[config.mk]
export PLATFORM = sky130hd
export DESIGN_NAME = uart_core
export DESIGN_NICKNAME = d
export VERILOG_FILES = /design/src/uart_line_pkg.sv /design/src/uart_reg_pkg.sv /design/src/uart_fifo.sv /design/src/uart_baud_gen.sv /design/src/uart_tx.sv /design/src/uart_rx.sv /design/src/uart_bus_regs.sv /design/src/uart_core.sv
export SDC_FILE = /design/constraint.sdc
export NUM_CORES = 1
export LEC_CHECK = 0
export BUFFER_PORTS_ARGS = -buffer_cell sky130_fd_sc_hd__buf_2
export CAP_MARGIN = 20
export CORE_MARGIN = 5
export CORE_UTILIZATION = 60
export DETAILED_ROUTE_END_ITERATION = 6
export PLACE_DENSITY_LB_ADDON = 0.25
export SLEW_MARGIN = 20
export SYNTH_ARGS = -nofsm -noshare
export SYNTH_HDL_FRONTEND = slang
export SYNTH_SLANG_ARGS = --single-unit
export TNS_END_PERCENT = 5
[constraint.sdc]
create_clock -name rvx_port_07 -period 4.26 [get_ports rvx_port_07]
set_input_delay 0.852 -clock rvx_port_07 [delete_from_list [all_inputs] [get_ports rvx_port_07]]
set_output_delay 0.852 -clock rvx_port_07 [all_outputs]
set_load 0.01 [all_outputs]
[src/uart_line_pkg.sv]
/*
 * Serial side definitions of the UART
 * Byte, FIFO and counter widths, frame configuration,
 * received frame record and the TX/RX state encodings
 */

package uart_line_pkg;

	typedef logic [7:0] data_t;

	localparam int OVERSAMPLE = 16;
	localparam int FIFO_DEPTH = 16;

	typedef logic [3:0] fifo_ptr_t;
	typedef logic [4:0] fifo_count_t;
	typedef logic [3:0] sample_cnt_t;
	typedef logic [2:0] bit_cnt_t;

	// Data bits per frame are 5 + word_len
	typedef struct packed {
		logic [1:0] word_len;
		logic       two_stop;
		logic       parity_en;
		logic       even_parity;
	} lc_cfg_t;

	typedef struct packed {
		data_t data;
		logic  parity_err;
		logic  frame_err;
	} rx_frame_t;

	typedef enum logic [2:0] {TX_IDLE, TX_START, TX_DATA, TX_PARITY, TX_STOP} tx_state_e;
	typedef enum logic [2:0] {RX_IDLE, RX_START, RX_DATA, RX_PARITY, RX_STOP} rx_state_e;

endpackage

[src/uart_reg_pkg.sv]
/*
 * Bus side definitions of the UART
 * Register map, LC/MC/LS bit positions and the Wishbone request
 */

package uart_reg_pkg;

	typedef logic [2:0]  reg_addr_t;
	typedef logic [15:0] divisor_t;

	// ******************************
	// Register map
	// ******************************
	localparam reg_addr_t REG_RB_TR = 3'd0;
	localparam reg_addr_t REG_DLM   = 3'd1;
	localparam reg_addr_t REG_LC    = 3'd3;
	localparam reg_addr_t REG_MC    = 3'd4;
	localparam reg_addr_t REG_LS    = 3'd5;

	// Line control bits, word length in bits 1:0
	localparam int LC_WLEN = 0;
	localparam int LC_STOP = 2;
	localparam int LC_PEN  = 3;
	localparam int LC_EPS  = 4;
	localparam int LC_DLAB = 7;

	localparam logic [7:0] LC_RESET = 8'h03;

	localparam int MC_LOOP = 4;

	// Line status
	localparam int LS_DR   = 0;
	localparam int LS_OE   = 1;
	localparam int LS_PE   = 2;
	localparam int LS_FE   = 3;
	localparam int LS_THRE = 5;
	localparam int LS_TEMT = 6;

	typedef struct packed {
		logic                 cyc;
		logic                 stb;
		logic                 we;
		reg_addr_t            adr;
		uart_line_pkg::data_t dat_w;
	} wb_req_t;

endpackage

[src/uart_fifo.sv]
/*
 * Byte FIFO with first-word-fall-through output
 * Circular buffer, read/write pointers and fill counter
 */

module uart_fifo (
	input  logic                 rvx_port_07,
	input  logic                 rvx_port_12,
	input  logic                 push,
	input  uart_line_pkg::data_t push_data,
	input  logic                 pop,
	output uart_line_pkg::data_t pop_data,
	output logic                 full,
	output logic                 empty
);

	uart_line_pkg::data_t       mem [uart_line_pkg::FIFO_DEPTH];
	uart_line_pkg::fifo_ptr_t   wr_ptr;
	uart_line_pkg::fifo_ptr_t   rd_ptr;
	uart_line_pkg::fifo_count_t count;

	always_ff @(posedge rvx_port_07)
	begin
		if (push)
			mem[wr_ptr] <= push_data;
	end

	always_ff @(posedge rvx_port_07 or posedge rvx_port_12)
	begin
		if (rvx_port_12)
		begin
			wr_ptr <= '0;
			rd_ptr <= '0;
			count  <= '0;
		end
		else
		begin
			if (push)
				wr_ptr <= wr_ptr + 1'b1;
			if (pop)
				rd_ptr <= rd_ptr + 1'b1;
			case ({push, pop})
				2'b10:   count <= count + 1'b1;
				2'b01:   count <= count - 1'b1;
				default: count <= count;
			endcase
		end
	end

	assign pop_data = mem[rd_ptr];
	assign full     = (count == uart_line_pkg::fifo_count_t'(uart_line_pkg::FIFO_DEPTH));
	assign empty    = (count == '0);

endmodule

[src/uart_baud_gen.sv]
/*
 * Baud tick generator
 * Down-counter giving one tick every divisor clocks
 */

module uart_baud_gen (
	input  logic                    rvx_port_07,
	input  logic                    rvx_port_12,
	input  uart_reg_pkg::divisor_t  divisor,
	input  logic                    divisor_load,
	output logic                    tick
);

	uart_reg_pkg::divisor_t count;

	always_ff @(posedge rvx_port_07 or posedge rvx_port_12)
	begin
		if (rvx_port_12)
		begin
			count <= '0;
			tick  <= 1'b0;
		end
		else if (divisor_load)
		begin
			count <= divisor - 1'b1;
			tick  <= 1'b0;
		end
		else if (divisor == '0)
		begin
			// Stopped
			count <= '0;
			tick  <= 1'b0;
		end
		else if (count == '0)
		begin
			count <= divisor - 1'b1;
			tick  <= 1'b1;
		end
		else
		begin
			count <= count - 1'b1;
			tick  <= 1'b0;
		end
	end

endmodule

[src/uart_tx.sv]
/*
 * UART transmitter
 * Pops the TX FIFO and shifts out start, data, parity and stop bits
 */

module uart_tx (
	input  logic                   rvx_port_07,
	input  logic                   rvx_port_12,
	input  logic                   tick,
	input  uart_line_pkg::lc_cfg_t line_cfg,
	input  logic                   fifo_empty,
	input  uart_line_pkg::data_t   fifo_data,
	output logic                   fifo_pop,
	output logic                   tx_busy,
	output logic                   serial_out
);

	uart_line_pkg::tx_state_e   state;
	uart_line_pkg::sample_cnt_t sample_cnt;
	uart_line_pkg::bit_cnt_t    bit_cnt;
	uart_line_pkg::bit_cnt_t    last_bit;
	uart_line_pkg::data_t       shift;
	uart_line_pkg::data_t       load_data;
	logic                       parity_bit;
	logic                       bit_end;

	// Unused upper bits are dropped before the parity is taken
	assign load_data = fifo_data & (8'hff >> (2'd3 - line_cfg.word_len));
	assign last_bit  = 3'd4 + {1'b0, line_cfg.word_len};
	assign bit_end   = tick && (sample_cnt == uart_line_pkg::sample_cnt_t'(uart_line_pkg::OVERSAMPLE - 1));

	assign fifo_pop = (state == uart_line_pkg::TX_IDLE) && tick && !fifo_empty;
	assign tx_busy  = (state != uart_line_pkg::TX_IDLE);

	always_ff @(posedge rvx_port_07 or posedge rvx_port_12)
	begin
		if (rvx_port_12)
		begin
			state      <= uart_line_pkg::TX_IDLE;
			sample_cnt <= '0;
			bit_cnt    <= '0;
			shift      <= '0;
			parity_bit <= 1'b0;
			serial_out <= 1'b1;
		end
		else if (state == uart_line_pkg::TX_IDLE)
		begin
			if (fifo_pop)
			begin
				shift      <= load_data;
				parity_bit <= ^load_data ^ ~line_cfg.even_parity;
				sample_cnt <= '0;
				bit_cnt    <= '0;
				serial_out <= 1'b0;
				state      <= uart_line_pkg::TX_START;
			end
		end
		else if (tick)
		begin
			sample_cnt <= sample_cnt + 1'b1;
			if (bit_end)
			begin
				case (state)
					uart_line_pkg::TX_START:
					begin
						serial_out <= shift[0];
						state      <= uart_line_pkg::TX_DATA;
					end
					uart_line_pkg::TX_DATA:
					begin
						if (bit_cnt == last_bit)
						begin
							bit_cnt    <= '0;
							serial_out <= line_cfg.parity_en ? parity_bit : 1'b1;
							state      <= line_cfg.parity_en ? uart_line_pkg::TX_PARITY
							                                 : uart_line_pkg::TX_STOP;
						end
						else
						begin
							bit_cnt    <= bit_cnt + 1'b1;
							shift      <= shift >> 1;
							serial_out <= shift[1];
						end
					end
					uart_line_pkg::TX_PARITY:
					begin
						serial_out <= 1'b1;
						state      <= uart_line_pkg::TX_STOP;
					end
					default:
					begin
						// Second stop bit reuses the bit counter
						if (line_cfg.two_stop && (bit_cnt == '0))
							bit_cnt <= 3'd1;
						else
							state <= uart_line_pkg::TX_IDLE;
					end
				endcase
			end
		end
	end

endmodule

[src/uart_rx.sv]
/*
 * UART receiver
 * Input synchronizer, start edge detection and mid-bit sampling
 * of data, parity and the first stop bit
 */

module uart_rx (
	input  logic                     rvx_port_07,
	input  logic                     rvx_port_12,
	input  logic                     tick,
	input  uart_line_pkg::lc_cfg_t   line_cfg,
	input  logic                     serial_in,
	output uart_line_pkg::rx_frame_t frame,
	output logic                     frame_valid
);

	uart_line_pkg::rx_state_e   state;
	uart_line_pkg::sample_cnt_t sample_cnt;
	uart_line_pkg::bit_cnt_t    bit_cnt;
	uart_line_pkg::bit_cnt_t    last_bit;
	logic                       sync_0;
	logic                       sync_1;
	logic                       line_prev;
	logic                       start_edge;
	logic                       half_bit;
	logic                       full_bit;

	// ******************************
	// Synchronizer
	// ******************************
	always_ff @(posedge rvx_port_07 or posedge rvx_port_12)
	begin
		if (rvx_port_12)
		begin
			sync_0    <= 1'b1;
			sync_1    <= 1'b1;
			line_prev <= 1'b1;
		end
		else
		begin
			sync_0    <= serial_in;
			sync_1    <= sync_0;
			line_prev <= sync_1;
		end
	end

	assign start_edge = line_prev && !sync_1;
	assign last_bit   = 3'd4 + {1'b0, line_cfg.word_len};
	assign half_bit   = tick && (sample_cnt ==
		uart_line_pkg::sample_cnt_t'(uart_line_pkg::OVERSAMPLE / 2 - 1));
	assign full_bit   = tick && (sample_cnt ==
		uart_line_pkg::sample_cnt_t'(uart_line_pkg::OVERSAMPLE - 1));

	// ******************************
	// Frame FSM
	// ******************************
	always_ff @(posedge rvx_port_07 or posedge rvx_port_12)
	begin
		if (rvx_port_12)
		begin
			state       <= uart_line_pkg::RX_IDLE;
			sample_cnt  <= '0;
			bit_cnt     <= '0;
			frame       <= '0;
			frame_valid <= 1'b0;
		end
		else
		begin
			frame_valid <= 1'b0;
			if (tick)
				sample_cnt <= sample_cnt + 1'b1;
			case (state)
				uart_line_pkg::RX_IDLE:
				begin
					if (start_edge)
					begin
						sample_cnt       <= '0;
						bit_cnt          <= '0;
						frame.data       <= '0;
						frame.parity_err <= 1'b0;
						state            <= uart_line_pkg::RX_START;
					end
				end
				uart_line_pkg::RX_START:
				begin
					// A high line in the middle of the start bit was a glitch
					if (half_bit)
					begin
						sample_cnt <= '0;
						state      <= sync_1 ? uart_line_pkg::RX_IDLE : uart_line_pkg::RX_DATA;
					end
				end
				uart_line_pkg::RX_DATA:
				begin
					if (full_bit)
					begin
						frame.data[bit_cnt] <= sync_1;
						bit_cnt             <= bit_cnt + 1'b1;
						if (bit_cnt == last_bit)
							state <= line_cfg.parity_en ? uart_line_pkg::RX_PARITY
							                            : uart_line_pkg::RX_STOP;
					end
				end
				uart_line_pkg::RX_PARITY:
				begin
					if (full_bit)
					begin
						frame.parity_err <= ^frame.data ^ sync_1 ^ ~line_cfg.even_parity;
						state            <= uart_line_pkg::RX_STOP;
					end
				end
				default:
				begin
					if (full_bit)
					begin
						frame.frame_err <= !sync_1;
						frame_valid     <= 1'b1;
						state           <= uart_line_pkg::RX_IDLE;
					end
				end
			endcase
		end
	end

endmodule

[src/uart_bus_regs.sv]
/*
 * Wishbone register block of the UART
 * LC, MC and divisor storage, read mux, line status flags
 * and the push/pop control of both FIFOs
 */

module uart_bus_regs (
	input  logic                     rvx_port_07,
	input  logic                     rvx_port_12,
	input  uart_reg_pkg::wb_req_t    wb_req,
	input  logic                     tx_full,
	input  logic                     tx_empty,
	input  logic                     tx_busy,
	input  uart_line_pkg::rx_frame_t rx_frame,
	input  logic                     frame_valid,
	input  uart_line_pkg::data_t     rx_data,
	input  logic                     rx_full,
	input  logic                     rx_empty,
	output uart_line_pkg::data_t     wb_dat_r,
	output logic                     wb_ack,
	output logic                     tx_push,
	output uart_line_pkg::data_t     tx_data,
	output logic                     rx_push,
	output logic                     rx_pop,
	output uart_line_pkg::lc_cfg_t   line_cfg,
	output uart_reg_pkg::divisor_t   divisor,
	output logic                     divisor_load,
	output logic                     loopback
);

	uart_line_pkg::data_t lc;
	uart_line_pkg::data_t ls;
	uart_line_pkg::data_t mc_val;
	uart_line_pkg::data_t rd_mux;
	logic                 dlab;
	logic                 access;
	logic                 wr;
	logic                 rd;
	logic                 dl_wr;
	logic                 ls_rd;
	logic                 oe_flag;
	logic                 pe_flag;
	logic                 fe_flag;

	// Request accepted in the cycle that raises ack
	assign access = wb_req.cyc && wb_req.stb && !wb_ack;
	assign wr     = access && wb_req.we;
	assign rd     = access && !wb_req.we;
	assign dlab   = lc[uart_reg_pkg::LC_DLAB];
	assign dl_wr  = wr && dlab &&
		((wb_req.adr == uart_reg_pkg::REG_RB_TR) || (wb_req.adr == uart_reg_pkg::REG_DLM));
	assign ls_rd  = rd && (wb_req.adr == uart_reg_pkg::REG_LS);

	// ******************************
	// FIFO control
	// ******************************
	assign tx_push = wr && !dlab && (wb_req.adr == uart_reg_pkg::REG_RB_TR) && !tx_full;
	assign tx_data = wb_req.dat_w;
	assign rx_push = frame_valid && !rx_full;
	assign rx_pop  = rd && !dlab && (wb_req.adr == uart_reg_pkg::REG_RB_TR) && !rx_empty;

	assign line_cfg.word_len    = lc[uart_reg_pkg::LC_WLEN +: 2];
	assign line_cfg.two_stop    = lc[uart_reg_pkg::LC_STOP];
	assign line_cfg.parity_en   = lc[uart_reg_pkg::LC_PEN];
	assign line_cfg.even_parity = lc[uart_reg_pkg::LC_EPS];

	always_ff @(posedge rvx_port_07 or posedge rvx_port_12)
	begin
		if (rvx_port_12)
		begin
			wb_ack       <= 1'b0;
			lc           <= uart_reg_pkg::LC_RESET;
			loopback     <= 1'b0;
			divisor      <= '0;
			divisor_load <= 1'b0;
		end
		else
		begin
			wb_ack       <= access;
			divisor_load <= dl_wr;
			if (wr && (wb_req.adr == uart_reg_pkg::REG_LC))
				lc <= wb_req.dat_w;
			if (wr && (wb_req.adr == uart_reg_pkg::REG_MC))
				loopback <= wb_req.dat_w[uart_reg_pkg::MC_LOOP];
			if (dl_wr && (wb_req.adr == uart_reg_pkg::REG_RB_TR))
				divisor[7:0] <= wb_req.dat_w;
			if (dl_wr && (wb_req.adr == uart_reg_pkg::REG_DLM))
				divisor[15:8] <= wb_req.dat_w;
		end
	end

	// ******************************
	// Line status
	// ******************************
	// A new error in the clearing cycle survives the LS read
	always_ff @(posedge rvx_port_07 or posedge rvx_port_12)
	begin
		if (rvx_port_12)
		begin
			oe_flag <= 1'b0;
			pe_flag <= 1'b0;
			fe_flag <= 1'b0;
		end
		else
		begin
			oe_flag <= (oe_flag && !ls_rd) || (frame_valid && rx_full);
			pe_flag <= (pe_flag && !ls_rd) || (frame_valid && rx_frame.parity_err);
			fe_flag <= (fe_flag && !ls_rd) || (frame_valid && rx_frame.frame_err);
		end
	end

	always_comb
	begin
		ls                           = '0;
		ls[uart_reg_pkg::LS_DR]      = !rx_empty;
		ls[uart_reg_pkg::LS_OE]      = oe_flag;
		ls[uart_reg_pkg::LS_PE]      = pe_flag;
		ls[uart_reg_pkg::LS_FE]      = fe_flag;
		ls[uart_reg_pkg::LS_THRE]    = tx_empty;
		ls[uart_reg_pkg::LS_TEMT]    = tx_empty && !tx_busy;
		mc_val                       = '0;
		mc_val[uart_reg_pkg::MC_LOOP] = loopback;
	end

	always_comb
	begin
		case (wb_req.adr)
			uart_reg_pkg::REG_RB_TR: rd_mux = dlab ? divisor[7:0] : rx_data;
			uart_reg_pkg::REG_DLM:   rd_mux = dlab ? divisor[15:8] : '0;
			uart_reg_pkg::REG_LC:    rd_mux = lc;
			uart_reg_pkg::REG_MC:    rd_mux = mc_val;
			uart_reg_pkg::REG_LS:    rd_mux = ls;
			default:                 rd_mux = '0;
		endcase
	end

	// Read data is held for the ack cycle
	always_ff @(posedge rvx_port_07)
	begin
		if (rd)
			wb_dat_r <= rd_mux;
	end

endmodule

[src/uart_core.sv]
/*
 * UART top level
 * Register block, baud generator, TX/RX FIFOs, serializer,
 * deserializer and loopback selection
 */

module uart_core (
	input  logic                  rvx_port_07,
	input  logic                  rvx_port_12,
	input  uart_reg_pkg::wb_req_t wb_req,
	input  logic                  serial_in,
	output uart_line_pkg::data_t  wb_dat_r,
	output logic                  wb_ack,
	output logic                  serial_out
);

	logic                     tx_push;
	logic                     tx_pop;
	logic                     tx_full;
	logic                     tx_empty;
	logic                     tx_busy;
	logic                     rx_push;
	logic                     rx_pop;
	logic                     rx_full;
	logic                     rx_empty;
	logic                     frame_valid;
	logic                     divisor_load;
	logic                     loopback;
	logic                     tick;
	logic                     tx_line;
	logic                     rx_line;
	uart_line_pkg::data_t     tx_data;
	uart_line_pkg::data_t     tx_fifo_data;
	uart_line_pkg::data_t     rx_data;
	uart_line_pkg::rx_frame_t rx_frame;
	uart_line_pkg::lc_cfg_t   line_cfg;
	uart_reg_pkg::divisor_t   divisor;

	// Loopback keeps the pin idle and feeds the receiver from the transmitter
	assign rx_line    = loopback ? tx_line : serial_in;
	assign serial_out = loopback ? 1'b1 : tx_line;

	uart_bus_regs i_bus_regs (
		.rvx_port_07  (rvx_port_07),
		.rvx_port_12  (rvx_port_12),
		.wb_req       (wb_req),
		.tx_full      (tx_full),
		.tx_empty     (tx_empty),
		.tx_busy      (tx_busy),
		.rx_frame     (rx_frame),
		.frame_valid  (frame_valid),
		.rx_data      (rx_data),
		.rx_full      (rx_full),
		.rx_empty     (rx_empty),
		.wb_dat_r     (wb_dat_r),
		.wb_ack       (wb_ack),
		.tx_push      (tx_push),
		.tx_data      (tx_data),
		.rx_push      (rx_push),
		.rx_pop       (rx_pop),
		.line_cfg     (line_cfg),
		.divisor      (divisor),
		.divisor_load (divisor_load),
		.loopback     (loopback)
	);

	uart_baud_gen i_baud_gen (
		.rvx_port_07  (rvx_port_07),
		.rvx_port_12  (rvx_port_12),
		.divisor      (divisor),
		.divisor_load (divisor_load),
		.tick         (tick)
	);

	uart_fifo i_tx_fifo (
		.rvx_port_07 (rvx_port_07),
		.rvx_port_12 (rvx_port_12),
		.push        (tx_push),
		.push_data   (tx_data),
		.pop         (tx_pop),
		.pop_data    (tx_fifo_data),
		.full        (tx_full),
		.empty       (tx_empty)
	);

	uart_tx i_tx (
		.rvx_port_07 (rvx_port_07),
		.rvx_port_12 (rvx_port_12),
		.tick        (tick),
		.line_cfg    (line_cfg),
		.fifo_empty  (tx_empty),
		.fifo_data   (tx_fifo_data),
		.fifo_pop    (tx_pop),
		.tx_busy     (tx_busy),
		.serial_out  (tx_line)
	);

	uart_rx i_rx (
		.rvx_port_07 (rvx_port_07),
		.rvx_port_12 (rvx_port_12),
		.tick        (tick),
		.line_cfg    (line_cfg),
		.serial_in   (rx_line),
		.frame       (rx_frame),
		.frame_valid (frame_valid)
	);

	uart_fifo i_rx_fifo (
		.rvx_port_07 (rvx_port_07),
		.rvx_port_12 (rvx_port_12),
		.push        (rx_push),
		.push_data   (rx_frame.data),
		.pop         (rx_pop),
		.pop_data    (rx_data),
		.full        (rx_full),
		.empty       (rx_empty)
	);

endmodule

# == Yosys cells after proc, flatten, opt, wreduce, memory -nomap -nowiden ==
# Memories as Yosys holds them, arrays and structs flattened.
# Cells that the tools add are included.
# word_totals
output_inout_bits,10
reg_bits,125
ramBits,256
memories,2
# classes
n_reduce_logical,80
order_cmp,2
n_eq_ne,31
n_addsub,16
muxes,73
shift,1
n_bitwise,6
# mem_list
memory,depth,word_bits,read_ports,rd_clocked_by_memory_dff,write_ports,line,rtl
i_rx_fifo.mem,16,8,1,0,1,uart_fifo.sv:17,uart_line_pkg::data_t mem [uart_line_pkg::FIFO_DEPTH];
i_tx_fifo.mem,16,8,1,0,1,uart_fifo.sv:17,
# ops
op,count
2-to-1 mux 8 bit,9
2-to-1 mux 3 bit,21
2-to-1 mux 16 bit,3
one-hot mux 8 bit (5 select lines),1
logical AND 1 bit,33
zero test 16 bit,2
subtractor 16 x 1 -> 16 bit (second input constant),2
adder 4 x 1 -> 4 bit (second input constant),6
2-to-1 mux 4 bit,6
one-hot mux 5 bit (2 select lines),2
2-to-1 mux 1 bit,19
one-hot mux 8 bit (2 select lines),1
parity 8 bit,2
equality test 3 x 2 -> 1 bit (second input constant),5
AND reduction 5 bit,3
!= test 2 x 1 -> 1 bit (second input constant),7
nonzero test 2 bit,7
zero test 3 bit,4
one-hot mux 3 bit (2 select lines),2
one-hot mux 3 bit (4 select lines),1
adder 5 x 1 -> 5 bit (second input constant),2
equality test 5 bit (second input constant),2
zero test 1 bit,10
zero test 5 bit,2
other kinds (37),57

# == Longest topological paths before layout ==
# Gate-level depths: netlist (run 1).
# depth
ltp_word,8
mapped_depth,17
depth_no_buf,14

# == Hierarchy ==
# Synthesis (run 1) repeated with hierarchy kept, for this count alone.
# hier_totals
hier_cells,1156
area_unflattened_um2,17390.4
# modules_own_cells
mod,cells_per_inst,area_per_inst_um2,seq_area_each_um2,n_inst
uart_fifo (i_rx_fifo),299,5804.3,4169.0,1
uart_fifo (i_tx_fifo),294,5780.5,4169.0,1
uart_bus_regs,144,1891.8,993.5,1
uart_rx,133,1323.8,604.3,1
uart_tx,144,1313.8,501.7,1
uart_baud_gen,140,1255.0,425.4,1
uart_core,2,21.3,0.0,1

# == Worst setup path before layout (run 1) ==
# Ideal clock, no wire load.
# synth_path
kind,input to register
start,in wb_req[13] (netlist name)
end,reg i_rx_fifo.count[4]
cell_stages,13
setup_ns,0.125
path_slack_ns,0.778
arrival_time_ns,3.357
cell_sequence,nand2_1 nor3_1 and3_1 clkbuf_1 ha_1 inv_1 fa_1 inv_1 a21o_1 a21oi_1 xnor2_1 nor2_1 xor2_1
# synth_via
elab_chain_cells,8
# synth_rtl
element,line,rtl
from (decl),uart_core.sv:10,"input uart_reg_pkg::wb_req_t wb_req,"
logical AND 1 bit (*) (2 in a row),uart_bus_regs.sv:46,assign access = wb_req.cyc && wb_req.stb && !wb_ack;
logical AND 1 bit (*),uart_bus_regs.sv:48,assign rd = access && !wb_req.we;
named net i_bus_regs.rd,uart_bus_regs.sv:38,logic rd;
logical AND 1 bit (*) (3 in a row),uart_bus_regs.sv:60,assign rx_pop = rd && !dlab && (wb_req.adr == uart_reg_pkg::REG_RB_TR) && !rx_empty;
named net i_bus_regs.rx_pop,uart_bus_regs.sv:24,"output logic rx_pop,"
equality test 2 x 1 -> 1 bit / equality test 2 bit (equally long branches),uart_fifo.sv:42,"case ({push, pop})"
one-hot mux 5 bit (2 select lines) / nonzero test 2 bit (equally long branches),-,
to (signal assigned),uart_fifo.sv:43,2'b10: count <= count + 1'b1;
to (signal assigned),uart_fifo.sv:44,2'b01: count <= count - 1'b1;
to (signal assigned),uart_fifo.sv:45,default: count <= count;
to (decl),uart_fifo.sv:20,uart_line_pkg::fifo_count_t count;
# The timed path passes the listed nets; every way through them passes the cells marked *.
# A chain may end at the register's enable or synchronous reset.

# == Worst setup path in the final report (run 1) ==
# layout_path
start,in wb_req[9] (netlist name)
end,reg i_tx_fifo.count[4]
# layout_via
elab_chain_cells,5
# layout_rtl
element,line,rtl
zero test 3 bit (*),uart_bus_regs.sv:57,assign tx_push = wr && !dlab && (wb_req.adr == uart_reg_pkg::REG_RB_TR) && !tx_full;
logical AND 1 bit (*) (2 in a row),uart_bus_regs.sv:57,
equality test 2 x 1 -> 1 bit / equality test 2 bit (equally long branches),uart_fifo.sv:42,
one-hot mux 5 bit (2 select lines) / nonzero test 2 bit (equally long branches),-,
to (signal assigned),uart_fifo.sv:43,
to (signal assigned),uart_fifo.sv:44,
to (signal assigned),uart_fifo.sv:45,
to (decl),uart_fifo.sv:20,
# Mark *: on every way between the ends. The rest lies on a longest branch, timed or not.

==> impl_metrics.tcl, run 1 <==
set metrics [dict create \
    status "finished clean" \
    cts_setup_buffers 0 \
    portBuffers 26 \
    period_share_pct 80.6 \
    grt_pass1_vias 9524 \
    path_max_fanout 9 \
    drv_cap 0 \
    yosysTopAreaCell "edfxtp_1" \
    ir_drop_uv 373 \
    cts_buffers 40 \
    drt_first_pass_iters 7 \
    ff_latch_area_sq_um 10900 \
    via_count 9460 \
    dr.max_layer_used "met5" \
    clk_latency_ns 0.53 \
    netlist_instances 1093 \
    dpl.hpwl_um 23500 \
    crit_arrival_ns 3.85 \
    die_h_um 176 \
    hp-class "register to register" \
    nets 1181 \
    critPathKind "input port to register" \
    ant_nets 0 \
    fin_skew_ns 0.0188 \
    ys_ff_latch 381 \
    io_pins 27 \
    synth_common_cells "edfxtp_1, dfrtp_1, nand2_1, mux4_2, nor2_1" \
    p_leak_nw 6.64 \
    holdCritStartpoint "i_rx.sync_0" \
    pwr-share-clk_pct 32.1 \
    multi_input_area_sq_um 5360 \
    yosys_most_used_dff "edfxtp_1" \
    slew_violations 0 \
    dieArea_sq_um 31100 \
    cts_buffer_depth 3 \
    startpoint "wb_req[9]" \
    drt_iter0_markers 840 \
    cts.hold.buffers_added 0 \
    internal_power_mw 7.26 \
    syn_area_sq_um 16600 \
    routed_via_density 6.12 \
    switchingPower_mw 2.99 \
    layout_min_cycle_time_ns 3.43 \
    syn_to_final_growth_pct 10.9 \
    wl_um 35400 \
    grtUsageTotal_pct 23.4 \
    clk_pin_slew_ns 0.06 \
    tritoncts "done" \
    r2r_cells 14 \
    fp.dieW_um 176 \
    htreeDepth 2 \
    yosysMostFrequentCell "edfxtp_1" \
    final_layout_size_suffix_gt1_share_pct 19.5 \
    slew_headroom_pct 29.3 \
    netlist_top_cells_area "edfxtp_1, dfrtp_1, mux4_2, xnor2_1, mux2_2" \
    wl_met2_um 17000 \
    gp_congestion 0.866 \
    final-setup-viol-count 0 \
    tns_ns 0 \
    initial_core_util_pct 60.3 \
    wl_met1_um 14800 \
    utilization_pct 66.9 \
    antenna_cells 0 \
    syn-num-nets 1138 \
    synth_edf_count 264 \
    antenna_found_initial 5 \
    reg2reg_from "i_tx_fifo.count[1]" \
    reg2reg_slack_ns 0.90 \
    end_kind "register" \
    core_area_sq_um 27600 \
    routedWlPerCell_um 22.9 \
    grt.overflow.total 0 \
    yosysWarnings 0 \
    critPathLaunchType "input port" \
    finalHoldViolCount 0 \
    rsz0062_at_grt "false" \
    async_reset_ff_share_pct 30.7 \
    grt_max_degree 52 \
    p_sw_share_pct 29.2 \
    clock-sinks 381 \
    p_comb_share_pct 22.5 \
    power.density_nw_per_um2 556 \
    worst_pin_slew_ns 1.05 \
    worstPathRequired_ns 4.67 \
    drc 0 \
    sequentialPowerShare_pct 45.3 \
    ys_types 70 \
    post_cts_resize_count 0 \
    wl_met3_um 2650 \
    fillCellCount 1866 \
    grt_pass1_wl_um 55600 \
    placementRows 61 \
    clockRootBuffer "clkbuf_16" \
    yosysTopAreaCellShare_pct 47.7 \
    timing.fmax_mhz 291 \
    synth-seq-area-share_pct 65.4 \
    avgSynthCellArea_sq_um 15.2 \
    min_path_cells 0 \
]
-- layout make-up --
cell class / count / share of cell area, %
clock inverters: 19 / 0.822
flip-flops and latches: 381 / 59.0
repair buffers: 53 / 1.87
clock buffers: 54 / 5.88
multi-input cells: 621 / 29.1
well taps: 378 / 2.57
inverters: 39 / 0.808
-- cells in the final DEF, fill, tap and decap left out, drive strengths merged, types with 9 or more instances in the layout --
cell    Yosys  routed
and3       10      10
o21ai      39      39
dfrtp     111     111
a22oi       9       9
clkbuf     33      54
nor4       10      10
buf        19      53
nor3       30      30
ha         27      27
mux4       73      73
nor2       63      63
mux2i       9       9
a21oi      22      22
nand2      82      82
xor2       22      22
inv        39      40
clkinv      0      15
o22ai      13      13
edfxtp    264     264
a211oi     10      10
xnor2      49      49
nand3      30      30
mux2       32      32
a31oi      11      11
-- worst paths after layout --
check                                       to
setup / recovery            i_tx_fifo.count[4]
hold / removal                     i_rx.sync_1
setup reg to reg            i_tx_fifo.count[4]
hold reg to reg                    i_rx.sync_1
max in group asynchronous       i_rx.line_prev
min in group asynchronous  i_baud_gen.count[2]
-- state kept, by name (all words and copies together), names as in the netlist, 4 cells and up --
name                 count
i_baud_gen.count        16
i_bus_regs.divisor      16
i_bus_regs.lc            8
i_bus_regs.wb_dat_r      8
i_rx.frame              10
i_rx.sample_cnt          4
i_rx_fifo.count          5
i_rx_fifo.mem          128
i_rx_fifo.rd_ptr         4
i_rx_fifo.wr_ptr         4
i_tx.sample_cnt          4
i_tx.shift               8
i_tx_fifo.count          5
i_tx_fifo.mem          128
i_tx_fifo.rd_ptr         4
i_tx_fifo.wr_ptr         4
-- metal layers --
metal | up-vias | global-route usage (%)
met5 | - | 0
met4 | 10 | 6.45
met3 | 71 | 5.87
met2 | 321 | 36.9
met1 | 4802 | 33.2
li1 | 4256 | -
-- power groups by stage --
stage                     clock network, mW  registers [mW]  logic (mW)
after floorplan                           0            4.46        1.99
after global placement                    0            4.70        2.25
after detailed placement                  0            4.72        2.30
after CTS                              3.34            4.65        2.32
after global routing                   3.52            4.70        2.55
final                                  3.29            4.65        2.31
-- per-stage QoR --
step                worst slack [ns]  cells  hold slack, ns  power (mW)  instance area (sq um)
detailed placement             0.380   1472           0.357        7.02                  17200
global placement               0.488   1472           0.352        6.96                  17200
global route                   0.550   1545           0.367        10.8                  18400
finish                         0.828   1545           0.362        10.3                  18400
CTS                            0.888   1545           0.366        10.3                  18400
floorplan                      0.317   1093           0.345        6.46                  16600
-- cells by family (layout without fill, tap and decap cells) --
logic type	Yosys count	count (layout)	share of synthesized area (%)
mux	114	114	12.8
simple gates	272	272	7.94
flops	381	381	65.4
fa+ha+maj	28	28	2.15
buf+inv	91	165	2.53
xor+xnor	72	72	3.88
compound gates	135	135	5.33
-- critical path, cell delays in order --
cell and delay, ns:
buf_2 0.13, nor2_1 0.30, nand2_1 0.22, nor2_1 0.20, and3_1 0.35, inv_1 0.21
ha_1 0.37, xor2_1 0.19, ha_1 0.25, o21ai_0 0.15, a21oi_1 0.08, a21oi_1 0.17
xor2_1 0.16, nor2_1 0.06, xor2_1 0.14
No activity file was read; power rests on OpenSTA's default activity.
==> run 2: changes to the inputs <==
==> constraint.sdc (replaced) <==
create_clock -name rvx_port_07 -period 3.22 [get_ports rvx_port_07]
set_input_delay 0.644 -clock rvx_port_07 [delete_from_list [all_inputs] [get_ports rvx_port_07]]
set_output_delay 0.644 -clock rvx_port_07 [all_outputs]
set_load 0.01 [all_outputs]
==> run 2 against run 1 <==
  * Sequential share of layout area is 1.1 points lower
  * Hold slack got worse by 0.12 ns
  * Die area unchanged
  * Critical endpoint is now i_tx.parity_bit
  * Critical path type is now register to register
  * Count of clock-buffer cells in the layout did not move
  * Via count is essentially flat
  * Combinational power grew 35%
  * Sequential power grew 32%
==> impl_metrics.tcl, run 2 (synthesized netlist as in run 1, its figures left out) <==
set metrics [dict create \
    post_cts_resize_count 0 \
    dieArea_sq_um 31100 \
    multi_input_area_sq_um 5350 \
    fin_skew_ns 0.00892 \
    routedWlPerCell_um 22.3 \
    portBuffers 26 \
    ff_latch_area_sq_um 10900 \
    place_area_sq_um 17500 \
    fp.dieW_um 176 \
    internal_power_mw 9.86 \
    grtUsageTotal_pct 23.3 \
    worst_pin_slew_ns 0.778 \
    end_kind "register" \
    hp-class "input port to asynchronous set/reset pin" \
    antenna_found_initial 1 \
    finalHoldViolCount 0 \
    clockRootBuffer "clkbuf_16" \
    timing.fmax_mhz 337 \
    clk_pin_slew_ns 0.06 \
    final_cell_mix "edfxtp_1, dfrtp_1, nand2_1" \
    critPathLaunchType "register" \
    grt_pass1_wl_um 55500 \
    critPathKind "register to register" \
    wl_um 35200 \
    crit_arrival_ns 3.38 \
    top_regs "i_rx_fifo.mem: 128 flops, i_tx_fifo.mem: 128 flops" \
    gp_congestion 0.814 \
    reg2reg_from "i_tx_fifo.rd_ptr[0]" \
    ant_nets 0 \
    pre_cts_slack_ns 0.159 \
    setup_ws_ns 0.250 \
    reg2reg_slack_ns 0.25 \
    switchingPower_mw 3.93 \
    p_comb_share_pct 22.6 \
    final_layout_size_suffix_gt1_share_pct 22.2 \
    grt.overflow.total 0 \
    status "finished clean" \
    path_max_fanout 19 \
    sequentialPowerShare_pct 44.4 \
    drt_first_pass_iters 5 \
    clock-sinks 381 \
    drc 0 \
    p_sw_share_pct 28.5 \
    antenna_cells 0 \
    slew_violations 0 \
    syn_to_final_growth_pct 13.0 \
    placementRows 61 \
    fillCellCount 1827 \
    tritoncts "done" \
    ir_drop_uv 698 \
    final-setup-viol-count 0 \
    io_pins 27 \
    cts.hold.buffers_added 0 \
    fin_area_sq_um 18800 \
    drv_cap 0 \
    dpl.hpwl_um 23800 \
    r2r_cells 8 \
    power.density_nw_per_um2 735 \
    routed_via_density 5.99 \
    rsz0062_at_grt "false" \
    grt_max_degree 43 \
    clk_latency_ns 0.53 \
    slew_headroom_pct 48.0 \
    pwr-share-clk_pct 33.0 \
    cts_buffer_depth 3 \
    drt_iter0_markers 807 \
    cts_setup_buffers 0 \
    cts_buffers 39 \
    layout_min_cycle_time_ns 2.97 \
    nets 1214 \
    htreeDepth 2 \
    worstPathRequired_ns 3.63 \
    via_count 9459 \
    initial_core_util_pct 60.3 \
    layout_commonest_cell "edfxtp_1" \
    die_h_um 176 \
    core_area_sq_um 27600 \
    finalPower_mw 13.8 \
    p_leak_nw 6.85 \
    grt_pass1_vias 9780 \
    reg2reg_to "i_tx.parity_bit" \
    period_share_pct 92.2 \
]
-- run 2: how the worst max path moves through the flow --
stage / cells after the start / startpoint / endpoint / slack (ns)
detailed placement: 14 / wb_req[9] / i_rx_fifo.count[4] / 0.16
floorplan: 13 / wb_req[13] / i_rx_fifo.count[4] / -0.05
global placement: 14 / wb_req[9] / i_rx_fifo.count[4] / 0.22
finish: 8 / i_tx_fifo.rd_ptr[0] / i_tx.parity_bit / 0.25
CTS: 7 / i_tx_fifo.rd_ptr[0] / i_tx.parity_bit / 0.24
global route: 14 / i_tx_fifo.count[1] / i_tx_fifo.count[4] / 0.06
-- run 2: metrics by stage --
step	TNS (ns)	instances	util (%)	hold WS, ns
after floorplan	-0.0879	1093	-	0.345
after global routing	0	1578	68.1	0.294
after CTS	0	1578	68.1	0.258
final	0	1578	68.1	0.246
after global placement	0	1506	63.4	0.347
after detailed placement	0	1506	63.4	0.352
-- run 2: area by class of cell --
cell class	count	area share, %
clock buffer	54	5.88
clock inverter	18	1.13
inverter	39	0.800
multi-input combinational	621	28.5
sequential	381	57.9
tap	378	2.52
timing repair buffer	87	3.33
-- run 2: layer usage --
| metal | part of all wire [%] | vias up | GRT usage [%] |
|---|---|---|---|
| met3 | 4.5 | 58 | 3.55 |
| li1 | - | 4309 | - |
| met4 | 2.5 | 2 | 6.25 |
| met1 | 42 | 4853 | 31.5 |
| met5 | 0.031 | - | 0 |
| met2 | 51 | 237 | 40.2 |
-- run 2: critical path, cell delays in order, from the launching register on --
cell	delay, ns
dfrtp_2	0.74
buf_4	0.32
mux4_2	0.53
nand3_1	0.10
nand3_1	0.10
xnor2_1	0.16
xnor2_1	0.21
xnor3_1	0.42
mux2_4	0.26
-- run 2: power by group through the flow --
stage          combinational (mW)  clock, mW  sequential [mW]
3_3_place_gp                 3.03          0             6.21
6_report                     3.11       4.56             6.12
4_1_cts                      3.11       4.64             6.13
3_5_place_dp                 3.08          0             6.22
2_1_floorplan                2.64          0             5.91
5_1_grt                      3.40       4.87             6.19
==> run 3: changes to the inputs <==
--- a/config.mk
+++ b/config.mk
@@ -10,6 +10,7 @@
 export CORE_MARGIN = 5
 export CORE_UTILIZATION = 60
 export DETAILED_ROUTE_END_ITERATION = 6
+export MAX_ROUTING_LAYER = met4
 export PLACE_DENSITY_LB_ADDON = 0.25
 export SLEW_MARGIN = 20
 export SYNTH_ARGS = -nofsm -noshare
==> run 3 against run 2 <==
  * Hold slack gained 0.0010 ns
  * Register-to-register slack barely moved
  * Routed wire length fell by 0.12%
  * Combinational power barely moved
  * Power barely moved
  * Clock skew rose by 0.0030 ns
  * Final cell count about the same
==> impl_metrics.tcl, run 3 (synthesized netlist as in run 1, its figures left out) <==
set metrics [dict create \
    status "finished clean" \
    grt_pass1_vias 9772 \
    die_h_um 176 \
    dieArea_sq_um 31100 \
    gr-usage-met1_pct 31.3 \
    slew_headroom_pct 48.5 \
    fin_skew_ns 0.0120 \
    critPathKind "register to register" \
    final-setup-viol-count 0 \
    cts_buffers 39 \
    layout_min_cycle_time_ns 2.97 \
    final_layout_size_suffix_gt1_share_pct 22.2 \
    utilization_pct 68.2 \
    io_pins 27 \
    gp_congestion 0.828 \
    antenna_found_initial 1 \
    worstPathRequired_ns 3.63 \
    final_cell_mix "edfxtp_1, dfrtp_1, nand2_1" \
    period_share_pct 92.3 \
    routedWlPerCell_um 22.2 \
    path_max_fanout 19 \
    ant_nets 0 \
    fp.dieW_um 176 \
    grt.overflow.total 0 \
    initial_core_util_pct 60.3 \
    stdcell_count 1579 \
    layout_commonest_cell "edfxtp_1" \
    htreeDepth 2 \
    grt_pass1_wl_um 55500 \
    cts_buffer_depth 3 \
    cts.hold.buffers_added 0 \
    slew_violations 0 \
    clock-sinks 381 \
    drt_iter0_markers 757 \
    top_regs "i_rx_fifo.mem: 128 flops, i_tx_fifo.mem: 128 flops" \
    wl_um 35100 \
    crit_arrival_ns 3.38 \
    drv_cap 0 \
    cts_setup_buffers 0 \
    setup_ws_ns 0.249 \
    timing.fmax_mhz 337 \
    finalPower_mw 13.8 \
    hp-class "input port to asynchronous set/reset pin" \
    clockRootBuffer "clkbuf_16" \
    core_area_sq_um 27600 \
    grt-busiest-layer "met2" \
    routed_via_density 5.99 \
    end_kind "register" \
    p_leak_nw 6.85 \
    post_cts_resize_count 0 \
    met3_usage_pct 3.81 \
    portBuffers 26 \
    critPathLaunchType "register" \
    clk_pin_slew_ns 0.06 \
    drc 0 \
    grtUsageMet2_pct 40.2 \
    power.density_nw_per_um2 734 \
    worst_pin_slew_ns 0.770 \
    via_count 9461 \
    grtUsageTotal_pct 24.0 \
    placementRows 61 \
    dpl.cell_count 1506 \
    grt_max_degree 43 \
    pre_cts_slack_ns 0.159 \
    finalHoldViolCount 0 \
    syn_to_final_growth_pct 13.0 \
    rsz0062_at_grt "false" \
    clk_latency_ns 0.53 \
    tritoncts "done" \
    dpl.hpwl_um 23800 \
    nets 1214 \
    ir_drop_uv 697 \
    drt_first_pass_iters 5 \
    timing.hold.ws_ns 0.247 \
]
[run 3: cell count changes in the layout (fill, tap and decap cells not counted), sizes merged]
cell,previous run,this run
diode,0,1
[run 3: critical path: stages (launching register included)]
cell and delay, ns:
dfrtp_2 0.74, buf_4 0.32, mux4_2 0.53, nand3_1 0.09
nand3_1 0.11, xnor2_1 0.16, xnor2_1 0.22, xnor3_1 0.42
mux2_4 0.26
[run 3: routing by layer]
layer	up-vias	wire length, um	share of wire, %
met5	-	0	0
met4	0	836	2.4
met3	54	1780	5.1
met2	250	18100	52
met1	4847	14400	41
li1	4310	-	-
[run 3: path summary, 6_finish.rpt]
path / start / end / slack, ns / cells past startpoint
worst max-delay path: i_tx_fifo.rd_ptr[0] / i_tx.parity_bit / 0.25 / 8
worst min-delay path: rvx_port_12 / i_rx_fifo.count[2] / 0.25 / 2
worst max register to register: i_tx_fifo.rd_ptr[0] / i_tx.parity_bit / 0.25 / 8
worst min register to register: i_rx.sync_0 / i_rx.sync_1 / 0.37 / 0
max in group asynchronous: rvx_port_12 / i_rx.line_prev / 2.25 / 3
min in group rvx_port_07: serial_in / i_rx.sync_0 / 0.36 / 2
[run 3: per-stage QoR]
step	TNS (ns)	instance area, sq um
final	0	18800
after global routing	0	18800
after CTS	0	18800
after detailed placement	0	17500
after global placement	0	17500
after floorplan	-0.0879	16600
[run 3: layout make-up]
cell class / count / area [sq um]
Clock buffer: 54 / 1100
Inverter: 39 / 150
Antenna cell: 1 / 2.50
Sequential cell: 381 / 10900
Multi-Input combinational cell: 621 / 5350
Tap cell: 378 / 473
Fill cell: 1826 / 8770
Clock inverter: 18 / 211
Timing Repair Buffer: 87 / 626
[run 3: report_power, final]
group	total [mW]	switching, mW	internal, mW
combinational	3.11	1.57	1.54
sequential	6.12	0.528	5.59
clock	4.56	1.83	2.73
